### src/hdl/wb_bridge_pkg.sv
/*
 * Sizes, bus structs and encodings shared by the AXI4-Lite to Wishbone chain
 * Wishbone addresses are word addresses, AXI addresses are byte addresses
 * Only single classic cycles are ever issued
 */
package wb_bridge_pkg;

	////////////////////////////////////////
	// Sizes
	////////////////////////////////////////
	localparam int AXI_AW      = 12;
	localparam int DW          = 32;
	localparam int SW          = DW / 8;
	localparam int WB_AW       = AXI_AW - 2;
	localparam int REG_COUNT   = 64;
	localparam int REG_IDX_W   = 6;
	// Cycles of stb before the register slave answers, minus one
	localparam int WAIT_STATES = 2;

	////////////////////////////////////////
	// Encodings
	////////////////////////////////////////
	typedef enum logic [1:0] {
		RESP_OKAY   = 2'b00,
		RESP_SLVERR = 2'b10
	} axil_resp_e;

	// Wishbone B4 cycle type identifiers
	typedef enum logic [2:0] {
		CTI_CLASSIC = 3'b000,
		CTI_CONST   = 3'b001,
		CTI_INCR    = 3'b010,
		CTI_END     = 3'b111
	} wbc_cti_e;

	////////////////////////////////////////
	// Bus structs
	////////////////////////////////////////
	// Pipelined master to slave
	typedef struct packed {
		logic             cyc;
		logic             stb;
		logic             we;
		logic [WB_AW-1:0] addr;
		logic [DW-1:0]    data;
		logic [SW-1:0]    sel;
	} wbp_req_t;

	// Pipelined slave to master
	typedef struct packed {
		logic          stall;
		logic          ack;
		logic          err;
		logic [DW-1:0] data;
	} wbp_rsp_t;

	// Classic master to slave
	typedef struct packed {
		logic             cyc;
		logic             stb;
		logic             we;
		logic [WB_AW-1:0] addr;
		logic [DW-1:0]    data;
		logic [SW-1:0]    sel;
		wbc_cti_e         cti;
		logic [1:0]       bte;
	} wbc_req_t;

	// Classic slave to master
	typedef struct packed {
		logic          ack;
		logic          err;
		logic [DW-1:0] data;
	} wbc_rsp_t;

endpackage

### src/hdl/axil2wbp.sv
/*
 * AXI4-Lite slave that turns each request into one Wishbone pipelined transaction
 * One transaction at a time, writes take priority over reads
 * AXI prot is accepted and ignored, the low two address bits are dropped
 */
`timescale 1ns/100ps

module axil2wbp (
	input  logic                                i_clk,
	input  logic                                i_reset,
	// Write address channel
	input  logic                                i_awvalid,
	output logic                                o_awready,
	input  logic [wb_bridge_pkg::AXI_AW-1:0]    i_awaddr,
	input  logic [2:0]                          i_awprot,
	// Write data channel
	input  logic                                i_wvalid,
	output logic                                o_wready,
	input  logic [wb_bridge_pkg::DW-1:0]        i_wdata,
	input  logic [wb_bridge_pkg::SW-1:0]        i_wstrb,
	// Write response channel
	output logic                                o_bvalid,
	input  logic                                i_bready,
	output wb_bridge_pkg::axil_resp_e           o_bresp,
	// Read address channel
	input  logic                                i_arvalid,
	output logic                                o_arready,
	input  logic [wb_bridge_pkg::AXI_AW-1:0]    i_araddr,
	input  logic [2:0]                          i_arprot,
	// Read data channel
	output logic                                o_rvalid,
	input  logic                                i_rready,
	output logic [wb_bridge_pkg::DW-1:0]        o_rdata,
	output wb_bridge_pkg::axil_resp_e           o_rresp,
	// Wishbone pipelined master port
	output wb_bridge_pkg::wbp_req_t             o_wb_req,
	input  wb_bridge_pkg::wbp_rsp_t             i_wb_rsp
);
	import wb_bridge_pkg::*;

	typedef enum logic [2:0] {
		ST_IDLE,
		ST_REQ,
		ST_WAIT,
		ST_BRESP,
		ST_RRESP
	} state_e;

	state_e state;
	logic   wr_take;
	logic   rd_take;
	logic   rsp_done;

	////////////////////////////////////////
	// AXI handshakes
	////////////////////////////////////////
	// Write needs address and data together
	assign wr_take   = (state == ST_IDLE) && i_awvalid && i_wvalid;
	// Read only when no write half is pending
	assign rd_take   = (state == ST_IDLE) && i_arvalid && !i_awvalid && !i_wvalid;
	assign o_awready = wr_take;
	assign o_wready  = wr_take;
	assign o_arready = rd_take;

	// Responses held until the master takes them
	assign o_bvalid = (state == ST_BRESP);
	assign o_rvalid = (state == ST_RRESP);

	// Single ack or err ends the bus cycle
	assign rsp_done = i_wb_rsp.ack || i_wb_rsp.err;

	////////////////////////////////////////
	// Transaction FSM
	////////////////////////////////////////
	always_ff @(posedge i_clk)
	begin
		if (i_reset)
		begin
			state        <= ST_IDLE;
			o_wb_req.cyc <= 1'b0;
			o_wb_req.stb <= 1'b0;
		end
		else
		begin
			case (state)
				ST_IDLE:
				begin
					if (wr_take)
					begin
						o_wb_req.cyc  <= 1'b1;
						o_wb_req.stb  <= 1'b1;
						o_wb_req.we   <= 1'b1;
						o_wb_req.addr <= i_awaddr[AXI_AW-1:2];
						o_wb_req.data <= i_wdata;
						o_wb_req.sel  <= i_wstrb;
						state         <= ST_REQ;
					end
					else if (rd_take)
					begin
						o_wb_req.cyc  <= 1'b1;
						o_wb_req.stb  <= 1'b1;
						o_wb_req.we   <= 1'b0;
						o_wb_req.addr <= i_araddr[AXI_AW-1:2];
						// Reads fetch the whole word
						o_wb_req.sel  <= '1;
						state         <= ST_REQ;
					end
				end
				ST_REQ:
				begin
					// Accepted once stall drops, the ack may come along
					if (!i_wb_rsp.stall)
					begin
						o_wb_req.stb <= 1'b0;
						if (rsp_done)
						begin
							o_wb_req.cyc <= 1'b0;
							state        <= o_wb_req.we ? ST_BRESP : ST_RRESP;
						end
						else
							state <= ST_WAIT;
					end
				end
				ST_WAIT:
				begin
					if (rsp_done)
					begin
						o_wb_req.cyc <= 1'b0;
						state        <= o_wb_req.we ? ST_BRESP : ST_RRESP;
					end
				end
				ST_BRESP:
				begin
					if (i_bready)
						state <= ST_IDLE;
				end
				ST_RRESP:
				begin
					if (i_rready)
						state <= ST_IDLE;
				end
				default:
					state <= ST_IDLE;
			endcase
		end
	end

	// Response capture, bus err becomes SLVERR
	always_ff @(posedge i_clk)
	begin
		if (o_wb_req.cyc && rsp_done)
		begin
			if (o_wb_req.we)
				o_bresp <= i_wb_rsp.err ? RESP_SLVERR : RESP_OKAY;
			else
			begin
				o_rresp <= i_wb_rsp.err ? RESP_SLVERR : RESP_OKAY;
				o_rdata <= i_wb_rsp.data;
			end
		end
	end

endmodule

### src/hdl/wbp2classic.sv
/*
 * Wishbone pipelined slave to Wishbone classic master bridge
 * Only one request in flight, the master must not abort a cycle
 * Classic side always signals the classic cycle type
 */
`timescale 1ns/100ps

module wbp2classic (
	input  logic                    i_clk,
	input  logic                    i_reset,
	// Pipelined side
	input  wb_bridge_pkg::wbp_req_t i_mreq,
	output wb_bridge_pkg::wbp_rsp_t o_mrsp,
	// Classic side
	output wb_bridge_pkg::wbc_req_t o_sreq,
	input  wb_bridge_pkg::wbc_rsp_t i_srsp
);
	import wb_bridge_pkg::*;

	// Set once the current request has been answered
	logic          returned;
	logic          mack;
	logic          merr;
	logic [DW-1:0] mdata;

	////////////////////////////////////////
	// Classic request
	////////////////////////////////////////
	always_comb
	begin
		o_sreq.cyc  = i_mreq.cyc;
		// Drop classic stb on the cycle after the slave answers
		o_sreq.stb  = i_mreq.stb && !returned;
		o_sreq.we   = i_mreq.we;
		o_sreq.addr = i_mreq.addr;
		o_sreq.data = i_mreq.data;
		o_sreq.sel  = i_mreq.sel;
		o_sreq.cti  = CTI_CLASSIC;
		// Linear burst, unused for classic cycles
		o_sreq.bte  = 2'b00;
	end

	// Clears again on the accept cycle
	always_ff @(posedge i_clk)
	begin
		if (i_reset)
			returned <= 1'b0;
		else if (!i_mreq.stb || returned)
			returned <= 1'b0;
		else if (i_srsp.ack || i_srsp.err)
			returned <= 1'b1;
	end

	////////////////////////////////////////
	// Pipelined response
	////////////////////////////////////////
	always_ff @(posedge i_clk)
	begin
		if (i_reset)
		begin
			mack <= 1'b0;
			merr <= 1'b0;
		end
		else
		begin
			mack <= i_mreq.cyc && i_srsp.ack;
			merr <= i_mreq.cyc && i_srsp.err;
		end
	end

	always_ff @(posedge i_clk)
	begin
		if (i_srsp.ack || i_srsp.err)
			mdata <= i_srsp.data;
	end

	// Request accepted on the same cycle as the registered ack
	assign o_mrsp = '{stall: !returned, ack: mack, err: merr, data: mdata};

endmodule

### src/hdl/wbc_regfile.sv
/*
 * Wishbone classic slave with 64 word registers and byte enables
 * Answers after a fixed number of wait states
 * Word addresses at or above REG_COUNT get err with zero data and no write
 */
`timescale 1ns/100ps

module wbc_regfile (
	input  logic                    i_clk,
	input  logic                    i_reset,
	input  wb_bridge_pkg::wbc_req_t i_req,
	output wb_bridge_pkg::wbc_rsp_t o_rsp
);
	import wb_bridge_pkg::*;

	typedef logic [$clog2(WAIT_STATES+1)-1:0] wait_cnt_t;

	logic [DW-1:0]        regs [REG_COUNT];
	wait_cnt_t            wait_cnt;
	logic                 active;
	logic                 last_wait;
	logic                 in_range;
	logic [REG_IDX_W-1:0] idx;
	logic                 ack;
	logic                 err;
	logic [DW-1:0]        rdata;

	////////////////////////////////////////
	// Decode
	////////////////////////////////////////
	assign active    = i_req.cyc && i_req.stb;
	// Final wait cycle, one answer per strobe
	assign last_wait = active && !ack && !err && (wait_cnt == wait_cnt_t'(WAIT_STATES));
	// Upper address bits must be zero
	assign in_range  = (i_req.addr[WB_AW-1:REG_IDX_W] == '0);
	assign idx       = i_req.addr[REG_IDX_W-1:0];

	// Wait counter restarts whenever stb drops
	always_ff @(posedge i_clk)
	begin
		if (i_reset || !active)
			wait_cnt <= '0;
		else if (!ack && !err && (wait_cnt != wait_cnt_t'(WAIT_STATES)))
			wait_cnt <= wait_cnt + 1'b1;
	end

	////////////////////////////////////////
	// Registers and response
	////////////////////////////////////////
	always_ff @(posedge i_clk)
	begin
		if (i_reset)
		begin
			ack <= 1'b0;
			err <= 1'b0;
			for (int i = 0; i < REG_COUNT; i++)
				regs[i] <= '0;
		end
		else
		begin
			// Single cycle pulses
			ack <= last_wait && in_range;
			err <= last_wait && !in_range;
			if (last_wait && in_range && i_req.we)
			begin
				for (int b = 0; b < SW; b++)
				begin
					if (i_req.sel[b])
						regs[idx][8*b +: 8] <= i_req.data[8*b +: 8];
				end
			end
		end
	end

	// Read data valid with ack, zero on err
	always_ff @(posedge i_clk)
	begin
		if (last_wait)
			rdata <= in_range ? regs[idx] : '0;
	end

	assign o_rsp = '{ack: ack, err: err, data: rdata};

endmodule

### src/hdl/axil_wbc_top.sv
/*
 * AXI4-Lite register block built from two bus bridges and a classic slave
 * Register space is 64 words from byte address 0, higher addresses give SLVERR
 */
`timescale 1ns/100ps

module axil_wbc_top (
	input  logic                             i_clk,
	input  logic                             i_reset,
	input  logic                             i_awvalid,
	output logic                             o_awready,
	input  logic [wb_bridge_pkg::AXI_AW-1:0] i_awaddr,
	input  logic [2:0]                       i_awprot,
	input  logic                             i_wvalid,
	output logic                             o_wready,
	input  logic [wb_bridge_pkg::DW-1:0]     i_wdata,
	input  logic [wb_bridge_pkg::SW-1:0]     i_wstrb,
	output logic                             o_bvalid,
	input  logic                             i_bready,
	output wb_bridge_pkg::axil_resp_e        o_bresp,
	input  logic                             i_arvalid,
	output logic                             o_arready,
	input  logic [wb_bridge_pkg::AXI_AW-1:0] i_araddr,
	input  logic [2:0]                       i_arprot,
	output logic                             o_rvalid,
	input  logic                             i_rready,
	output logic [wb_bridge_pkg::DW-1:0]     o_rdata,
	output wb_bridge_pkg::axil_resp_e        o_rresp
);
	import wb_bridge_pkg::*;

	// Links along the bridge chain
	wbp_req_t wbp_req;
	wbp_rsp_t wbp_rsp;
	wbc_req_t wbc_req;
	wbc_rsp_t wbc_rsp;

	////////////////////////////////////////
	// AXI4-Lite to pipelined Wishbone
	////////////////////////////////////////
	axil2wbp u_axil2wbp (
		.i_clk     (i_clk),
		.i_reset   (i_reset),
		.i_awvalid (i_awvalid),
		.o_awready (o_awready),
		.i_awaddr  (i_awaddr),
		.i_awprot  (i_awprot),
		.i_wvalid  (i_wvalid),
		.o_wready  (o_wready),
		.i_wdata   (i_wdata),
		.i_wstrb   (i_wstrb),
		.o_bvalid  (o_bvalid),
		.i_bready  (i_bready),
		.o_bresp   (o_bresp),
		.i_arvalid (i_arvalid),
		.o_arready (o_arready),
		.i_araddr  (i_araddr),
		.i_arprot  (i_arprot),
		.o_rvalid  (o_rvalid),
		.i_rready  (i_rready),
		.o_rdata   (o_rdata),
		.o_rresp   (o_rresp),
		.o_wb_req  (wbp_req),
		.i_wb_rsp  (wbp_rsp)
	);

	// Pipelined to classic
	wbp2classic u_wbp2classic (
		.i_clk   (i_clk),
		.i_reset (i_reset),
		.i_mreq  (wbp_req),
		.o_mrsp  (wbp_rsp),
		.o_sreq  (wbc_req),
		.i_srsp  (wbc_rsp)
	);

	// Register block at the end of the chain
	wbc_regfile u_regfile (
		.i_clk   (i_clk),
		.i_reset (i_reset),
		.i_req   (wbc_req),
		.o_rsp   (wbc_rsp)
	);

endmodule

### config.mk
export PLATFORM = sky130hd
export DESIGN_NAME = axil_wbc_top
export DESIGN_NICKNAME = d
export VERILOG_FILES = /design/src/hdl/wb_bridge_pkg.sv /design/src/hdl/axil2wbp.sv /design/src/hdl/wbp2classic.sv /design/src/hdl/wbc_regfile.sv /design/src/hdl/axil_wbc_top.sv
export SDC_FILE = /design/constraint.sdc
export NUM_CORES = 2
export LEC_CHECK = 0
export BUFFER_PORTS_ARGS = -buffer_cell sky130_fd_sc_hd__buf_2
export CAP_MARGIN = 20
export CORE_UTILIZATION = 30
export CTS_BUF_LIST = sky130_fd_sc_hd__clkbuf_4 sky130_fd_sc_hd__clkbuf_8
export CTS_CLUSTER_DIAMETER = 40
export DETAILED_ROUTE_END_ITERATION = 12
export HOLD_SLACK_MARGIN = 0.03
export MAX_ROUTING_LAYER = met4
export PLACE_DENSITY_LB_ADDON = 0.25
export RECOVER_POWER = 25
export SLEW_MARGIN = 20
export SYNTH_ARGS = -nofsm -noshare
export SYNTH_HDL_FRONTEND = slang
export SYNTH_HIERARCHICAL = 1
export SYNTH_SLANG_ARGS = --single-unit
### constraint.sdc
create_clock -name i_clk -period 5.4 [get_ports i_clk]
set_input_delay 1.62 -clock i_clk [delete_from_list [all_inputs] [get_ports i_clk]]
set_output_delay 1.62 -clock i_clk [all_outputs]
set_load 0.05 [all_outputs]
==> results by stage <==
Status:
- The run finished, with violations left.
- The checks that failed: max-capacitance violations, max-slew violations.

Power:
- The analysis attributes to cell leakage a power of 0.0484 µW.
- Power spread over the standard cell area amounts to 346 nW/µm².
- The largest vdd supply drop is 0.191 mV.
- The total chip power is 40000 µW.

Clock network:
- The tree is rooted in a sky130_fd_sc_hd__clkbuf_8.
- For this design, the sink count on the clock tree is 2205.
- The H-tree was split into 5 levels.
- The clock latency reported for the late side of the worst-skew pair is 1060 ps.
- Post-CTS timing repair inserted 0 buffers for setup.
- The number of buffers created by CTS is 410.
- The clock slew at the register clock pins of the worst setup and hold paths is 60 ps.
- The number of gates resized after CTS was 0.
- The hold-fix buffer count after cts is 0.
- The CTS tree is built.
- The number of buffers between clock root and the deepest sink is 4.

Timing:
- The post-route worst setup slack is 547 ps.
- The transition time at the pin with the least slew margin is 3070 ps.
- The final setup TNS is 0 ps.
- The number of pins exceeding their max-slew limit in the final report is 137.
- The final period demand of the worst path is 4850 ps.
- Setup repair after global routing left no endpoint under its margin.
- Headroom to the max-slew limit came out at -104%.
- The final setup skew is 108 ps.
- The total of endpoints with negative setup slack in the final report is 0.
- The share of the clock period used by the worst path after layout is 89.9%.
- For this run, the top clock speed supported by timing is 206 MHz.
- The number of endpoints with negative hold slack in the final report is 0.

Floorplan:
- The die is 585 µm tall.
- The number of placement rows is 213.
- The floorplan step defined a die boundary enclosing 342000 µm².
- In this run the standard cell core region covers 337000 µm².
- Once the floorplan was initialized, standard cells occupied 30.2% of the core.
- The overall die width is 585 µm.
- 114 I/O pins were placed.

Worst setup path:
- The worst setup path is captured at a register.
- The minimum setup slack among reg-to-reg paths is 550 ps.
- The type of the setup path with the least slack is register to register.
- In this run the worst path has a maximum fanout of 39.
- The data required time at the worst endpoint is 6290 ps.
- The signal on the critical path passes through or4_2 -> clkbuf_1 -> nor3_1 -> and2_4 -> buf_12 -> clkbuf_1 -> and3_1.
- The capturing point of the worst reg2reg path is u_regfile/regs[9][13].
- The slowest stage of the critical path belongs to the cell sky130_fd_sc_hd__clkbuf_1.
- The delay of the slowest cell on the worst path is 1000 ps.
- The kind of cell adding the most delay to the critical path is simple AND/OR/NAND/NOR gates.
- Measured in cells, the most critical reg-to-reg path has a length of 7.
- Together, buffers and inverters on the worst path number 3.
- For the worst setup path, the data arrival time is 5750 ps.
- The nature of the critical path startpoint is a register.
- The startpoint of the lowest-slack register-to-register path is u_axil2wbp/o_wb_req[43].
- The most common cell type on the critical path is sky130_fd_sc_hd__clkbuf_1.

Drt:
- The DRC violation count after routing is 0.
- The detailed router finished its first iteration with 8707 violations.
- The total wire length is 362 mm.
- Dividing the detail-routed wire length by the instance count gives 29.0 µm.
- In the routed layout, each cell is associated on average with a via count of 5.62.
- The detail route stage leaves a number of antenna-violating nets equal to 0.
- The iteration count of the initial detailed-routing pass is 6.
- The overall via count from detail_route is 70.0k.

Place:
- Detailed placement finished with a half-perimeter wire length of 227 mm.
- The placed instance area is 107000 µm².
- The worst slack at placement is 617 ps.
- Routability-driven placement finished with a final weighted congestion of 0.881.
- Port buffering added 101 buffers.

Layout:
- In the final design database the tool counted 7693 nets.
- The proportion of layout cells with a drive suffix above 1 is 17.2%.
- The growth of design area from synthesis to finish is 13.2%.
- The final design instance area without fill is 115000 µm².

Global routing:
- The number of antenna violations at the first check in global routing came to 30.
- The pin count of the biggest net entering global routing is 101.
- Global routing used 21.1% of the available tracks.
- The number of global-route vias before repair is 68.6k.
- The aggregate global routing overflow is 0.
- The wire length of the first global-routing pass is 507 mm.

Hold path:
- The startpoint identified for the worst hold timing path is u_wbp2classic/mdata[2].
- The kind of path behind the tightest hold check is register to register.
- The hold path depth is 0.
- The terminating pin of the worst hold path is u_axil2wbp/o_rdata[2].

Job:
- Max-cap violations in this run came to 4.

Logic synthesis:
- For this run, the number of Yosys warnings is 6.
- The cell area after technology mapping is 102000 µm².
- The instance count of the mapped netlist is 7770.
- The mean area per synthesized cell is 13.1 µm².
==> report_power, final <==
group / internal [µW] / leakage [µW] / switching [µW]
Sequential: 19300 / 0.0225 / 214
Combinational: 1020 / 0.0216 / 2830
Clock: 9210 / 0.00432 / 7370
==> flip-flops by register name (all words and copies together) (netlist names), 2 cells and up <==
name                 count
u_regfile/wait_cnt       2
u_axil2wbp/state         3
u_axil2wbp/o_wb_req     49
u_axil2wbp/o_rdata      32
u_regfile/rdata         32
u_regfile/regs        2048
u_wbp2classic/mdata     32
==> layer usage <==
| metal | vias up | wire length [µm] | global-route usage [%] |
|---|---|---|---|
| met5 | - | 0 | - |
| met1 | 36000 | 147000 | 27.1 |
| li1 | 30100 | - | - |
| met2 | 3351 | 172000 | 33.8 |
| met4 | 0 | 11500 | 6.57 |
| met3 | 607 | 31700 | 3.84 |
==> layout by cell type, fill, tap and decap left out, types with 17 or more instances in the layout <==
cell	instances
sky130_fd_sc_hd__buf_4	342
sky130_fd_sc_hd__a21oi_1	200
sky130_fd_sc_hd__nor3_1	51
sky130_fd_sc_hd__clkinv_2	59
sky130_fd_sc_hd__a22o_1	52
sky130_fd_sc_hd__clkbuf_8	417
sky130_fd_sc_hd__nor2_1	228
sky130_fd_sc_hd__o21ai_0	120
sky130_fd_sc_hd__a22oi_1	278
sky130_fd_sc_hd__a41oi_1	27
sky130_fd_sc_hd__mux2_2	63
sky130_fd_sc_hd__clkinvlp_4	20
sky130_fd_sc_hd__nor2_2	64
sky130_fd_sc_hd__o22ai_1	134
sky130_fd_sc_hd__bufinv_16	27
sky130_fd_sc_hd__o22a_1	17
sky130_fd_sc_hd__mux4_2	46
sky130_fd_sc_hd__clkbuf_4	102
sky130_fd_sc_hd__mux2i_1	243
sky130_fd_sc_hd__a31oi_1	46
sky130_fd_sc_hd__a221oi_1	260
sky130_fd_sc_hd__nand2b_1	17
sky130_fd_sc_hd__clkinv_1	96
sky130_fd_sc_hd__clkbuf_1	46
sky130_fd_sc_hd__edfxtp_1	2193
sky130_fd_sc_hd__and3_1	2053
sky130_fd_sc_hd__a21o_1	256
sky130_fd_sc_hd__nand2_1	71
sky130_fd_sc_hd__buf_12	63
sky130_fd_sc_hd__buf_2	81
==> worst max path at each step <==
stage | to | cells after the start | start | slack, ps
after detailed placement | u_regfile/rdata[23] | 10 | u_axil2wbp/o_wb_req[38] | 620
after global placement | u_regfile/rdata[23] | 10 | u_axil2wbp/o_wb_req[38] | 660
after floorplan | u_axil2wbp/o_wb_req[10] | 2 | i_wvalid | 950
final | u_regfile/regs[9][13] | 7 | u_axil2wbp/o_wb_req[43] | 550
after CTS | u_regfile/rdata[23] | 10 | u_axil2wbp/o_wb_req[38] | 660
after global routing | u_regfile/regs[53][30] | 7 | u_axil2wbp/o_wb_req[43] | 380
==> stage by stage <==
| step | utilization, % | hold WS (ps) | instances |
|---|---|---|---|
| floorplan | - | 400 | 7771 |
| global placement | 31.8 | 402 | 11700 |
| detailed placement | 31.8 | 405 | 11700 |
| CTS | 34.2 | 390 | 12500 |
| global route | 34.2 | 396 | 12500 |
| finish | 34.2 | 390 | 12500 |
==> layout make-up <==
class,count,area [µm²]
Clock inverter,217,1790
Timing Repair Buffer,535,4440
Clock buffer,519,6500
Antenna cell,14,35.0
Inverter,8,42.5
Sequential cell,2205,66100
Multi-Input combinational cell,4459,30900
Fill cell,33000,222000
Tap cell,4515,5650
Note: power is estimated with default switching activity, not from simulation.
